**src/rtl/ks10IoPkg.sv**
```systemverilog
//////////////////////////////
// KS10 IO bus package
// Bus word, microword and NXD state types with their field positions
//////////////////////////////

`default_nettype none

package ks10IoPkg;

   //////////////////////////////
   // Backplane bus word
   //////////////////////////////

   // Address and control word, bit 0 is the MSB as on the backplane
   typedef logic [0:35] busAddrT;

   // Cycle-kind flags inside the bus word
   localparam int busReadBit  = 3;
   localparam int busWruBit   = 4;
   localparam int busWriteBit = 5;
   localparam int busVectBit  = 6;
   localparam int busPhysBit  = 8;
   localparam int busIoBit    = 9;

   //////////////////////////////
   // Control ROM microword
   //////////////////////////////

   // Full 108 bit microword
   typedef logic [0:107] cromT;

   // Microcode address field
   typedef logic [0:11] cromAddrT;
   localparam int cromAddrLo = 0;
   localparam int cromAddrHi = 11;

   // Special function enable and 3 bit select field
   localparam int cromSpecEn10Bit = 65;
   localparam int cromSpecSelLo   = 66;
   localparam int cromSpecSelHi   = 68;

   // Select code for clear IO latch
   localparam logic [0:2] specSelClrIoLat = 3'b101;

   // Microcode address run at the end of a WRU cycle
   localparam cromAddrT wruDoneAddr = 12'o3726;

   //////////////////////////////
   // NXD state machine
   //////////////////////////////

   typedef enum logic [2:0] {
      IDLE,
      COUNT,
      ACKIO,
      ACKWRU,
      ACKVECT,
      NOACK
   } nxdStateT;

endpackage

`default_nettype wire

```
**src/rtl/cromDecode.sv**
```systemverilog
//////////////////////////////
// Microword decode
// Clear IO latch strobe and registered end of WRU marker
//////////////////////////////

`timescale 1ns/1ps
`default_nettype none

module cromDecode
   import ks10IoPkg::*;
(
   input  wire  logic clk,
   input  wire  logic rst,
   input  wire  cromT crom,
   output logic       ioClear,
   output logic       wruDone
);

   //////////////////////////////
   // Field extraction
   //////////////////////////////

   // Special function enable
   logic       specEn;
   // Special select code
   logic [0:2] specSel;
   // Current microcode address
   cromAddrT   microAddr;

   assign specEn    = crom[cromSpecEn10Bit];
   assign specSel   = crom[cromSpecSelLo:cromSpecSelHi];
   assign microAddr = crom[cromAddrLo:cromAddrHi];

   //////////////////////////////
   // Clear IO latch
   //////////////////////////////

   // Same cycle as the microword
   assign ioClear = specEn & (specSel == specSelClrIoLat);

   //////////////////////////////
   // End of WRU cycle
   //////////////////////////////

   // Address match, one clock late
   always_ff @(posedge clk)
   begin
      if (rst)
      begin
         wruDone <= 1'b0;
      end
      else
      begin
         wruDone <= (microAddr == wruDoneAddr);
      end
   end

endmodule

`default_nettype wire

```
**src/rtl/ioFaultLatch.sv**
```systemverilog
//////////////////////////////
// IO fault latch
// Holds the NXD fault and its bus address
//////////////////////////////

`timescale 1ns/1ps
`default_nettype none

module ioFaultLatch
   import ks10IoPkg::*;
(
   input  wire  logic    clk,
   input  wire  logic    rst,
   input  wire  logic    ioTimeout,
   input  wire  logic    ioClear,
   input  wire  busAddrT cpuAddr,
   output logic          ioFault,
   output busAddrT       ioFaultAddr
);

   //////////////////////////////
   // Fault flag
   //////////////////////////////

   // Sticky until microcode clears it
   // Timeout has priority over clear
   always_ff @(posedge clk)
   begin
      if (rst)
      begin
         ioFault <= 1'b0;
      end
      else if (ioTimeout)
      begin
         ioFault <= 1'b1;
      end
      else if (ioClear)
      begin
         ioFault <= 1'b0;
      end
   end

   //////////////////////////////
   // Fault address
   //////////////////////////////

   // CPU holds the address while stalled
   always_ff @(posedge clk)
   begin
      if (rst)
      begin
         ioFaultAddr <= '0;
      end
      else if (ioTimeout)
      begin
         ioFaultAddr <= cpuAddr;
      end
      else if (ioClear)
      begin
         // Released along with the flag
         ioFaultAddr <= '0;
      end
   end

endmodule

`default_nettype wire

```
**src/rtl/ioNxdSubsys.sv**
```systemverilog
//////////////////////////////
// IO NXD subsystem top
//////////////////////////////

`timescale 1ns/1ps
`default_nettype none

module ioNxdSubsys
   import ks10IoPkg::*;
#(
   parameter int ackTimeout = 10
)
(
   input  wire  logic    clk,
   input  wire  logic    rst,
   input  wire  cromT    crom,
   input  wire  busAddrT cpuAddr,
   input  wire  logic    cpuReq,
   input  wire  logic    cpuAck,
   output logic          ioWait,
   output logic          ioBusy,
   output logic          ioFault,
   output busAddrT       ioFaultAddr
);

   // Microword decode outputs
   logic ioClear;
   logic wruDone;
   // Detector to latch
   logic ioTimeout;

   // Microword side
   cromDecode cromDecode_i (
      .clk     (clk),
      .rst     (rst),
      .crom    (crom),
      .ioClear (ioClear),
      .wruDone (wruDone)
   );

   // Acknowledge watchdog
   nxd #(
      .ackTimeout (ackTimeout)
   ) nxd_i (
      .clk       (clk),
      .rst       (rst),
      .cpuAddr   (cpuAddr),
      .cpuReq    (cpuReq),
      .cpuAck    (cpuAck),
      .ioClear   (ioClear),
      .wruDone   (wruDone),
      .ioWait    (ioWait),
      .ioBusy    (ioBusy),
      .ioTimeout (ioTimeout)
   );

   // Fault capture
   ioFaultLatch ioFaultLatch_i (
      .clk         (clk),
      .rst         (rst),
      .ioTimeout   (ioTimeout),
      .ioClear     (ioClear),
      .cpuAddr     (cpuAddr),
      .ioFault     (ioFault),
      .ioFaultAddr (ioFaultAddr)
   );

endmodule

`default_nettype wire

```
**src/rtl/nxd.sv**
```systemverilog
//////////////////////////////
// Nonexistent device detector
// Stalls the CPU on IO cycles and times out a missing acknowledge
//////////////////////////////

`timescale 1ns/1ps
`default_nettype none

module nxd
   import ks10IoPkg::*;
#(
   parameter int ackTimeout = 10
)
(
   input  wire  logic    clk,
   input  wire  logic    rst,
   input  wire  busAddrT cpuAddr,
   input  wire  logic    cpuReq,
   input  wire  logic    cpuAck,
   input  wire  logic    ioClear,
   input  wire  logic    wruDone,
   output logic          ioWait,
   output logic          ioBusy,
   output logic          ioTimeout
);

   // Counter reload value, window fits in 4 bits
   localparam logic [3:0] cntLoad = 4'(ackTimeout);

   //////////////////////////////
   // Bus cycle decode
   //////////////////////////////

   logic busIo;
   logic busWru;
   logic busVect;
   // IO request still waiting for an acknowledge
   logic ioPend;
   // First cycle of a new IO transfer
   logic ioStart;

   assign busIo   = cpuAddr[busIoBit];
   assign busWru  = cpuAddr[busWruBit];
   assign busVect = cpuAddr[busVectBit];
   assign ioPend  = busIo & cpuReq & ~cpuAck;

   //////////////////////////////
   // State and cycle kind
   //////////////////////////////

   nxdStateT   state;
   // Kind captured at start
   logic       wru;
   logic       vect;
   // Busy held after the start cycle
   logic       busy;
   // Acknowledge window
   logic [3:0] nxmCnt;

   assign ioStart = ioPend & (state == IDLE);

   always_ff @(posedge clk)
   begin
      if (rst)
      begin
         state     <= IDLE;
         wru       <= 1'b0;
         vect      <= 1'b0;
         busy      <= 1'b0;
         nxmCnt    <= '0;
         ioTimeout <= 1'b0;
      end
      else
      begin
         // Pulse by default low
         ioTimeout <= 1'b0;
         case (state)
            // Wait for an IO request
            IDLE:
            begin
               if (ioStart)
               begin
                  wru    <= busWru;
                  vect   <= busVect;
                  busy   <= 1'b1;
                  nxmCnt <= cntLoad;
                  state  <= COUNT;
               end
            end
            // Count down until ACK or window expires
            COUNT:
            begin
               if (cpuAck)
               begin
                  if (wru)
                  begin
                     state <= ACKWRU;
                  end
                  else if (vect)
                  begin
                     state <= ACKVECT;
                  end
                  else
                  begin
                     state <= ACKIO;
                  end
               end
               else if (nxmCnt != 4'd0)
               begin
                  nxmCnt <= nxmCnt - 4'd1;
               end
               else
               begin
                  // No device answered
                  ioTimeout <= 1'b1;
                  state     <= NOACK;
               end
            end
            // Plain IO, microcode closes it
            ACKIO:
            begin
               if (ioClear)
               begin
                  busy  <= 1'b0;
                  state <= IDLE;
               end
            end
            // WRU, done at end of WRU microcode
            ACKWRU:
            begin
               if (wruDone)
               begin
                  busy  <= 1'b0;
                  state <= IDLE;
               end
            end
            // Vector, done once the flag leaves the bus
            ACKVECT:
            begin
               if (!busVect)
               begin
                  busy  <= 1'b0;
                  state <= IDLE;
               end
            end
            // Unacknowledged cycle
            NOACK:
            begin
               busy <= 1'b0;
               // WRU lingers until the flag drops
               if (!wru || !busWru)
               begin
                  state <= IDLE;
               end
            end
            default:
            begin
               busy  <= 1'b0;
               state <= IDLE;
            end
         endcase
      end
   end

   //////////////////////////////
   // Outputs
   //////////////////////////////

   // Start term stalls the CPU right away
   assign ioBusy = ioStart | busy;
   assign ioWait = ioStart | (ioPend & (state == COUNT));

endmodule

`default_nettype wire

```
**config.mk**
```make
export PLATFORM = sky130hd
export DESIGN_NAME = ioNxdSubsys
export DESIGN_NICKNAME = d
export VERILOG_FILES = /design/src/rtl/ks10IoPkg.sv /design/src/rtl/cromDecode.sv /design/src/rtl/ioFaultLatch.sv /design/src/rtl/ioNxdSubsys.sv /design/src/rtl/nxd.sv
export SDC_FILE = /design/constraint.sdc
export NUM_CORES = 1
export LEC_CHECK = 0
export BUFFER_PORTS_ARGS = -buffer_cell sky130_fd_sc_hd__buf_2
export CAP_MARGIN = 20
export CORE_AREA = 2 2 55 108
export CTS_CLUSTER_SIZE = 30
export DETAILED_ROUTE_END_ITERATION = 8
export DIE_AREA = 0 0 57 110
export PLACE_DENSITY = 0.93
export RECOVER_POWER = 50
export SYNTH_ARGS = -nofsm -noshare
export SYNTH_HDL_FRONTEND = slang
export SYNTH_SLANG_ARGS = --single-unit
```
**constraint.sdc**
```tcl
create_clock -name clk -period 3.2 [get_ports clk]
set_clock_uncertainty 0.15 [all_clocks]
set_input_delay 0.32 -clock clk [delete_from_list [all_inputs] [get_ports clk]]
set_output_delay 0.32 -clock clk [all_outputs]
set_load 0.1 [all_outputs]
```
==> impl_summary.log, run 1 <==
INFO  metric run_status = complete, but fails checks
INFO  metric failing_checks = max-capacitance violations, max-slew violations
INFO  metric setup-violations-final = 0
INFO  metric hold-worst-slack = 0.0166 ns
INFO  metric grt_pass1_wl = 8530 µm
INFO  metric postSynthCellCount = 244
INFO  metric nets = 478
INFO  metric number_of_antenna_violations_at_the_first_check_in_global_routing = 0
INFO  metric synth_top_family_by_area = simple AND/OR/NAND/NOR gates
INFO  metric routed_wirelength = 5330 µm
INFO  metric area_fraction_in_and_or_nand_and_nor_cells_after_synthesis = 30.2%
INFO  metric placement.io_buffers = 94
INFO  metric synth_warnings = 0
INFO  metric timing.critical_path.to_type = output port
INFO  metric clkTransAtPathRegs = 0.08 ns
INFO  metric yosys-top-cells-area = sky130_fd_sc_hd__dfxtp_1, sky130_fd_sc_hd__nand3b_1, sky130_fd_sc_hd__a21oi_1, sky130_fd_sc_hd__nand2_1, sky130_fd_sc_hd__clkbuf_1
INFO  metric cp_data_arrival_time = 1.78 ns
INFO  metric r2r_setup_slack = 1.26 ns
INFO  metric share_of_synthesized_area_spent_on_multiplexers = 1.20%
INFO  metric yosys.area_share.xor_xnor = 0%
INFO  metric final.setup.tns = 0 ns
INFO  metric dpl_cell_area = 2570 µm²
INFO  metric fmaxAchievable = 0.444 GHz
INFO  metric final_slew_viol_count = 50
INFO  metric cap_viol_max_count = 1
INFO  metric design.die.area = 6270 µm²
INFO  metric post_synth.cell_area_avg = 8.55 µm²
INFO  metric core_region_area = 5420 µm²
INFO  metric cts_tree = yes
INFO  metric die_height = 110 µm
INFO  metric grt.busiest_layer = met2
INFO  metric cts_max_path_buffers = 2
INFO  metric hpwl_reported_at_the_end_of_detailed_placement = 3830 µm
INFO  metric clkLatencyLatePin = 0.30 ns
INFO  metric postCtsSetupRepairBufs = 0
INFO  metric drive_above_1_share = 22.4%
INFO  metric synth_commonest_cells = sky130_fd_sc_hd__dfxtp_1, sky130_fd_sc_hd__nand2_1, sky130_fd_sc_hd__a21oi_1
INFO  metric fp.dieW = 57 µm
INFO  metric drt_iter0_drc = 90
INFO  metric grt_residual_overflow = 0
INFO  metric yosys.cell_count.top_type = sky130_fd_sc_hd__dfxtp_1
INFO  metric seq_area_frac_synth = 47.0%
INFO  metric dr_total_vias = 2027
INFO  metric syn-num-nets = 393
INFO  metric postCtsHoldBufs = 0
INFO  metric yosysTopAreaCell = sky130_fd_sc_hd__dfxtp_1
INFO  metric post_route_cell_area = 2650 µm²
INFO  metric ys.flop_type = sky130_fd_sc_hd__dfxtp_1
INFO  metric timing_worst_slew_pin_value = 2.09 ns
INFO  metric diodes = 0
INFO  metric first_pass_drt_iterations = 4
INFO  metric syn-cell-area = 2090 µm²
INFO  metric vias_per_cell = 5.20
INFO  metric cts.htree.levels = 2
INFO  metric m2_gr_usage = 30.2%
INFO  metric detail_route.wl_per_cell = 13.7 µm
INFO  metric cts.sinks = 49
INFO  metric synth-async-reset-ratio = 0%
INFO  metric pin_count = 187
INFO  metric num_rows = 38
INFO  metric post-route-drc-count = 0
INFO  metric synth_enable_flop_cells = 0
INFO  metric grt.total_usage = 17.2%
INFO  metric global_route.usage.met3 = 5.72%
INFO  metric final_hold_viol_count = 0
INFO  metric min_period_over_period = 70.4%
INFO  metric ir_drop = 0.705 mV
INFO  metric synth_fa_ha_area_share = 0.600%
INFO  metric cts_made_buffers = 5
INFO  metric critical_path.startpoint_type = flop
INFO  metric grt_setup_unrepaired = false
INFO  metric ant_nets = 0
INFO  metric groute.layer.met1.usage = 18.7%
INFO  metric holdCritPathClass = primary input to flop
INFO  metric area_delta_synth_final = 26.9%
INFO  metric layout_min_cycle_time = 2.25 ns
INFO  metric timing.critical_path.required = 2.73 ns
INFO  metric path_class = flop to output port
INFO  metric synthesized_area_fraction_occupied_by_ao_oa_aoi_and_oai_cells = 16.4%
INFO  metric leakage = 0.949 nW
INFO  metric worstPathMaxFanout = 8
INFO  metric placer_s_final_routability_congestion_estimate = 0.811
INFO  metric grt_max_degree = 74
INFO  metric cts_resized = 0
INFO  metric synthDominantCellAreaShare = 47.0%
INFO  metric post_synth_num_cell_types = 41
INFO  metric cts_root_buf = sky130_fd_sc_hd__clkbuf_8
INFO  metric initial_core_util = 38.5%
INFO  metric worst_slew_margin_rel = -39.1%
INFO  metric grt_pass1_vias = 1956
INFO  metric synth.ff_latch_count = 49
INFO  metric p_per_area = 698 nW/µm²
## area by class of cell
class | instances | area, µm²
timing repair buffer | 95 | 430
multi-input combinational | 170 | 1010
tap | 60 | 75.1
clock buffer | 6 | 82.6
clock inverter | 2 | 37.5
fill | 554 | 2770
inverter | 8 | 30.0
sequential | 49 | 982
## routing by layer
metal  up-vias  routed length, µm
met5         -                  0
met4         0                106
met3         8                409
met2        70               2660
met1       930               2160
li1       1019                  -
## final timing paths
check / cells past startpoint / from / to
worst max-delay path: 4 / nxd_i.state[2] / ioBusy
worst min-delay path: 2 / crom[107] / cromDecode_i.wruDone
worst max register to register: 6 / nxd_i.nxmCnt[0] / nxd_i.state[0]
worst min register to register: 2 / nxd_i.vect / nxd_i.vect
## layout by cell type (no fill, tap or decap), types with 2 or more instances in the layout
| cell | netlist | routed |
|---|---|---|
| sky130_fd_sc_hd__buf_2 | 2 | 56 |
| sky130_fd_sc_hd__dfxtp_1 | 49 | 48 |
| sky130_fd_sc_hd__nand2_1 | 42 | 42 |
| sky130_fd_sc_hd__a21oi_1 | 41 | 41 |
| sky130_fd_sc_hd__nand3b_1 | 38 | 38 |
| sky130_fd_sc_hd__clkbuf_1 | 11 | 38 |
| sky130_fd_sc_hd__inv_1 | 7 | 7 |
| sky130_fd_sc_hd__clkbuf_8 | 0 | 6 |
| sky130_fd_sc_hd__nor2_1 | 5 | 5 |
| sky130_fd_sc_hd__nand3_1 | 4 | 4 |
| sky130_fd_sc_hd__nand2b_1 | 3 | 3 |
| sky130_fd_sc_hd__a31oi_1 | 3 | 3 |
| sky130_fd_sc_hd__nor3b_1 | 2 | 2 |
| sky130_fd_sc_hd__a21oi_2 | 2 | 2 |
| sky130_fd_sc_hd__nor3_1 | 2 | 2 |
| sky130_fd_sc_hd__nand4_1 | 2 | 2 |
| sky130_fd_sc_hd__and4_1 | 2 | 2 |
| sky130_fd_sc_hd__o21ai_0 | 2 | 2 |
## power by group
| group | switching [W] | total [W] | leakage [nW] | internal, W |
|---|---|---|---|---|
| clock | 0.000205 | 0.000459 | 0.0574 | 0.000254 |
| sequential | 0.0000744 | 0.000750 | 0.397 | 0.000675 |
| combinational | 0.000439 | 0.000640 | 0.495 | 0.000201 |
## kinds of logic after synthesis
kind of cell    count (synthesis)
simple gates                  109
compound gates                 58
flops                          49
buf+inv                        25
mux                             2
fa+ha+maj                       1
## critical path, cell delays in order, from the launching register on
cell,delay [ns]
sky130_fd_sc_hd__dfxtp_1,0.40
sky130_fd_sc_hd__nor3_2,0.38
sky130_fd_sc_hd__nand2_1,0.18
sky130_fd_sc_hd__nand2b_1,0.10
sky130_fd_sc_hd__buf_2,0.42
## per-stage QoR
stage	power (W)	util (%)	std cells	worst slack (ns)
final	0.00185	48.8	390	0.947
after global routing	0.00194	48.8	390	0.736
after CTS	0.00188	49.7	390	0.934
after detailed placement	0.00141	47.5	382	1.28
after global placement	0.00139	47.5	382	1.30
after floorplan	0.00127	-	244	0.852
## sequential cells by signal, summed over array words and instances (netlist names)
signal,count
nxd_i.nxmCnt,4
ioFaultLatch_i.ioFaultAddr,36
nxd_i.ioTimeout,1
ioFaultLatch_i.ioFault,1
nxd_i.vect,1
nxd_i.busy,1
nxd_i.wru,1
cromDecode_i.wruDone,1
nxd_i.state,3
(Power assumes the default switching activity.)
==> run 2: changes to the inputs <==
--- a/config.mk
+++ b/config.mk
@@ -7,11 +7,11 @@
 export LEC_CHECK = 0
 export BUFFER_PORTS_ARGS = -buffer_cell sky130_fd_sc_hd__buf_2
 export CAP_MARGIN = 20
-export CORE_AREA = 2 2 55 108
+export CORE_AREA = 2 2 57 112
 export CTS_CLUSTER_SIZE = 30
 export DETAILED_ROUTE_END_ITERATION = 8
-export DIE_AREA = 0 0 57 110
-export PLACE_DENSITY = 0.93
+export DIE_AREA = 0 0 59 114
+export PLACE_DENSITY = 0.88
 export RECOVER_POWER = 50
 export SYNTH_ARGS = -nofsm -noshare
 export SYNTH_HDL_FRONTEND = slang
==> constraint.sdc (replaced) <==
create_clock -name clk -period 2.3 [get_ports clk]
set_clock_uncertainty 0.15 [all_clocks]
set_input_delay 0.23 -clock clk [delete_from_list [all_inputs] [get_ports clk]]
set_output_delay 0.23 -clock clk [all_outputs]
set_load 0.1 [all_outputs]
==> run 2 against run 1 <==
  * The run now ends clean
  * Cell count is 1.5% higher
  * Routed wire length is 6.5% lower
  * Global-route usage is 1.6 points lower
  * Via count hardly changed
  * Sequential power is 37% higher
  * Register-to-register slack worse by 0.90 ns
  * Worst setup slack worse by 0.80 ns
  * Power is 51% higher
  * Design area is 4.3% higher
  * Hold slack better by 0.012 ns
  * Utilization is 2.1 points lower
==> impl_summary.log, run 2 (synthesized netlist as in run 1, its figures left out) <==
INFO  metric run_status = finished, final reports clean (was complete, but fails checks)
INFO  metric vias_per_cell = 5.11 (was 5.20)
INFO  metric placement.io_buffers = 94 (unchanged)
INFO  metric clkTransAtPathRegs = 0.06 ns (was 0.08 ns)
INFO  metric cts_root_buf = sky130_fd_sc_hd__clkbuf_16 (was sky130_fd_sc_hd__clkbuf_8)
INFO  metric cts_tree = yes (unchanged)
INFO  metric core_region_area = 5910 µm² (was 5420 µm²)
INFO  metric dr_total_vias = 2025 (was 2027)
INFO  metric number_of_antenna_violations_at_the_first_check_in_global_routing = 0 (unchanged)
INFO  metric largestRegisters = ioFaultLatch_i.ioFaultAddr x36, nxd_i.nxmCnt x4, nxd_i.state x3 (unchanged)
INFO  metric grt_setup_unrepaired = false (unchanged)
INFO  metric layout_min_cycle_time = 2.15 ns
INFO  metric largest_reg_flops = 36 (unchanged)
INFO  metric power.share.combinational = 32.9% (was 34.6%)
INFO  metric timing.critical_path.required = 1.92 ns (was 2.73 ns)
INFO  metric num_rows = 40 (was 38)
INFO  metric detail_route.wl_per_cell = 12.6 µm (was 13.7 µm)
INFO  metric routed_wirelength = 4990 µm (was 5330 µm)
INFO  metric cp_data_arrival_time = 1.77 ns (was 1.78 ns)
INFO  metric rr_startpoint = nxd_i.nxmCnt[0] (unchanged)
INFO  metric cts_made_buffers = 5 (unchanged)
INFO  metric diodes = 0 (unchanged)
INFO  metric final_slew_viol_count = 0 (was 50)
INFO  metric final.setup.tns = 0 ns (unchanged)
INFO  metric p_int = 0.00178 W (was 0.00113 W)
INFO  metric clk_network_pwr_share = 30.3% (was 24.8%)
INFO  metric grt_residual_overflow = 0 (unchanged)
INFO  metric die_height = 114 µm (was 110 µm)
INFO  metric p_sw = 0.00101 W (was 0.000718 W)
INFO  metric most_frequent_cells_in_the_layout = sky130_fd_sc_hd__buf_2, sky130_fd_sc_hd__dfxtp_1, sky130_fd_sc_hd__nand2_1 (unchanged)
INFO  metric fmaxAchievable = 0.465 GHz
INFO  metric grt.total_usage = 15.7% (was 17.2%)
INFO  metric first_pass_drt_iterations = 4 (unchanged)
INFO  metric timing.critical_path.to_type = output port (unchanged)
INFO  metric cap_viol_max_count = 0 (was 1)
INFO  metric critical_path.startpoint_type = flop (unchanged)
INFO  metric drive_above_1_share = 27.0% (was 22.4%)
INFO  metric share_seq_of_total_power = 36.8% (was 40.5%)
INFO  metric layout_commonest_cell = sky130_fd_sc_hd__buf_2 (unchanged)
INFO  metric largest_register = ioFaultLatch_i.ioFaultAddr (unchanged)
INFO  metric fillerInstances = 588 (was 554)
INFO  metric timing_worst_slew_pin_value = 1.18 ns (was 2.09 ns)
INFO  metric cts_max_path_buffers = 2 (unchanged)
INFO  metric post-route-drc-count = 0 (unchanged)
INFO  metric pin_count = 187 (unchanged)
INFO  metric drt_iter0_drc = 106 (was 90)
INFO  metric path_cells = nor3_2 -> nand2_1 -> nand2b_1 -> buf_2 (unchanged)
INFO  metric power.share.switching = 36.4% (was 38.9%)
INFO  metric crit_slowest_cell = sky130_fd_sc_hd__buf_2 (unchanged)
INFO  metric path_class = flop to output port (unchanged)
INFO  metric grt_max_degree = 38 (was 74)
INFO  metric p_per_area = 1010 nW/µm² (was 698 nW/µm²)
INFO  metric area_delta_synth_final = 32.4% (was 26.9%)
INFO  metric design.die.area = 6730 µm² (was 6270 µm²)
INFO  metric grt_pass1_wl = 8380 µm (was 8530 µm)
INFO  metric cts.htree.levels = 2 (unchanged)
INFO  metric multi_input_comb_area = 1010 µm² (unchanged)
INFO  metric placer_s_final_routability_congestion_estimate = 0.801 (was 0.811)
INFO  metric worst_setup_path_startpoint = nxd_i.state[2] (unchanged)
INFO  metric initial_core_util = 35.3% (was 38.5%)
INFO  metric holdCritPathClass = primary input to flop (unchanged)
INFO  metric final_hold_viol_count = 0 (unchanged)
INFO  metric worstPathMaxFanout = 8 (unchanged)
INFO  metric worst_slew_margin_rel = 21.4% (was -39.1%)
INFO  metric cts.sinks = 49 (unchanged)
INFO  metric min_period_over_period = 93.5%
INFO  metric clkLatencyLatePin = 0.28 ns (was 0.30 ns)
INFO  metric storage_element_area = 981 µm² (was 982 µm²)
INFO  metric ant_nets = 0 (unchanged)
INFO  metric ir_drop = 0.557 mV (was 0.705 mV)
INFO  metric setup-violations-final = 0 (unchanged)
INFO  metric worst_hold_startpoint = crom[104] (was crom[107])
INFO  metric nets = 481 (was 478)
INFO  metric fp.dieW = 59 µm (was 57 µm)
INFO  metric crit_path_max_incr_delay = 0.43 ns (was 0.42 ns)
INFO  metric hpwl_reported_at_the_end_of_detailed_placement = 3470 µm (was 3830 µm)
INFO  metric leakage = 1.06 nW (was 0.949 nW)
INFO  metric finalPower = 0.00279 W (was 0.00185 W)
INFO  metric grt_pass1_vias = 1921 (was 1956)
run 2: worst max-delay path, delay by kind of cell, from the launching register on:
family / cells / cell delay, ns
DFF: 1 / 0.39
and+or+nand+nor: 3 / 0.67
buffers and inverters: 1 / 0.43
run 2: layout make-up:
type                       instances  share of cell area (%)
clock buffer                       6                    5.03
clock inverter                     2                    1.36
inverter                           8                    1.09
multi-input combinational        170                    36.5
sequential                        49                    35.5
tap                               63                    2.85
timing repair buffer              98                    17.6
run 2: path summary, 6_finish.rpt:
kind	depth (start not counted)	endpoint	slack (ns)
hold / removal	3	cromDecode_i.wruDone	0.03
setup / recovery	4	ioBusy	0.15
hold reg to reg	2	nxd_i.vect	0.31
setup reg to reg	6	nxd_i.state[0]	0.36
run 2: what timing repair did:
item / in CTS / in global routing
hold buffers: 1 / 0
gates resized for setup: 0 / 0
hold endpoints to repair: 1 / 0
setup buffers: 0 / 0
run 2: through the flow:
stage / utilization [%] / cell area (µm²) / hold WS [ns] / worst slack, ns / cells
after global placement: 44.1 / 2610 / 0.245 / 0.397 / 387
after detailed placement: 44.1 / 2610 / 0.250 / 0.374 / 387
after global routing: 46.8 / 2760 / 0.0214 / 0.00972 / 396
final: 46.8 / 2760 / 0.0289 / 0.148 / 396
after floorplan: - / 2090 / 0.155 / 0.0420 / 244
after CTS: 47.3 / 2790 / 0.0211 / 0.156 / 396
run 2: layer usage:
layer | track usage, % | wire length (µm) | vias up
met5 | 0 | 0 | -
met2 | 25.0 | 2210 | 100
met1 | 18.2 | 2090 | 889
met3 | 7.03 | 625 | 5
met4 | 5.30 | 60 | 0
li1 | - | - | 1031
run 2: power by group through the flow:
stage | Sequential [W] | Combinational, W | Clock (W)
floorplan | 0.00127 | 0.000494 | 0
global placement | 0.00104 | 0.000894 | 0
detailed placement | 0.00104 | 0.000915 | 0
CTS | 0.00102 | 0.000923 | 0.000869
global route | 0.00104 | 0.000997 | 0.000903
finish | 0.00103 | 0.000917 | 0.000845
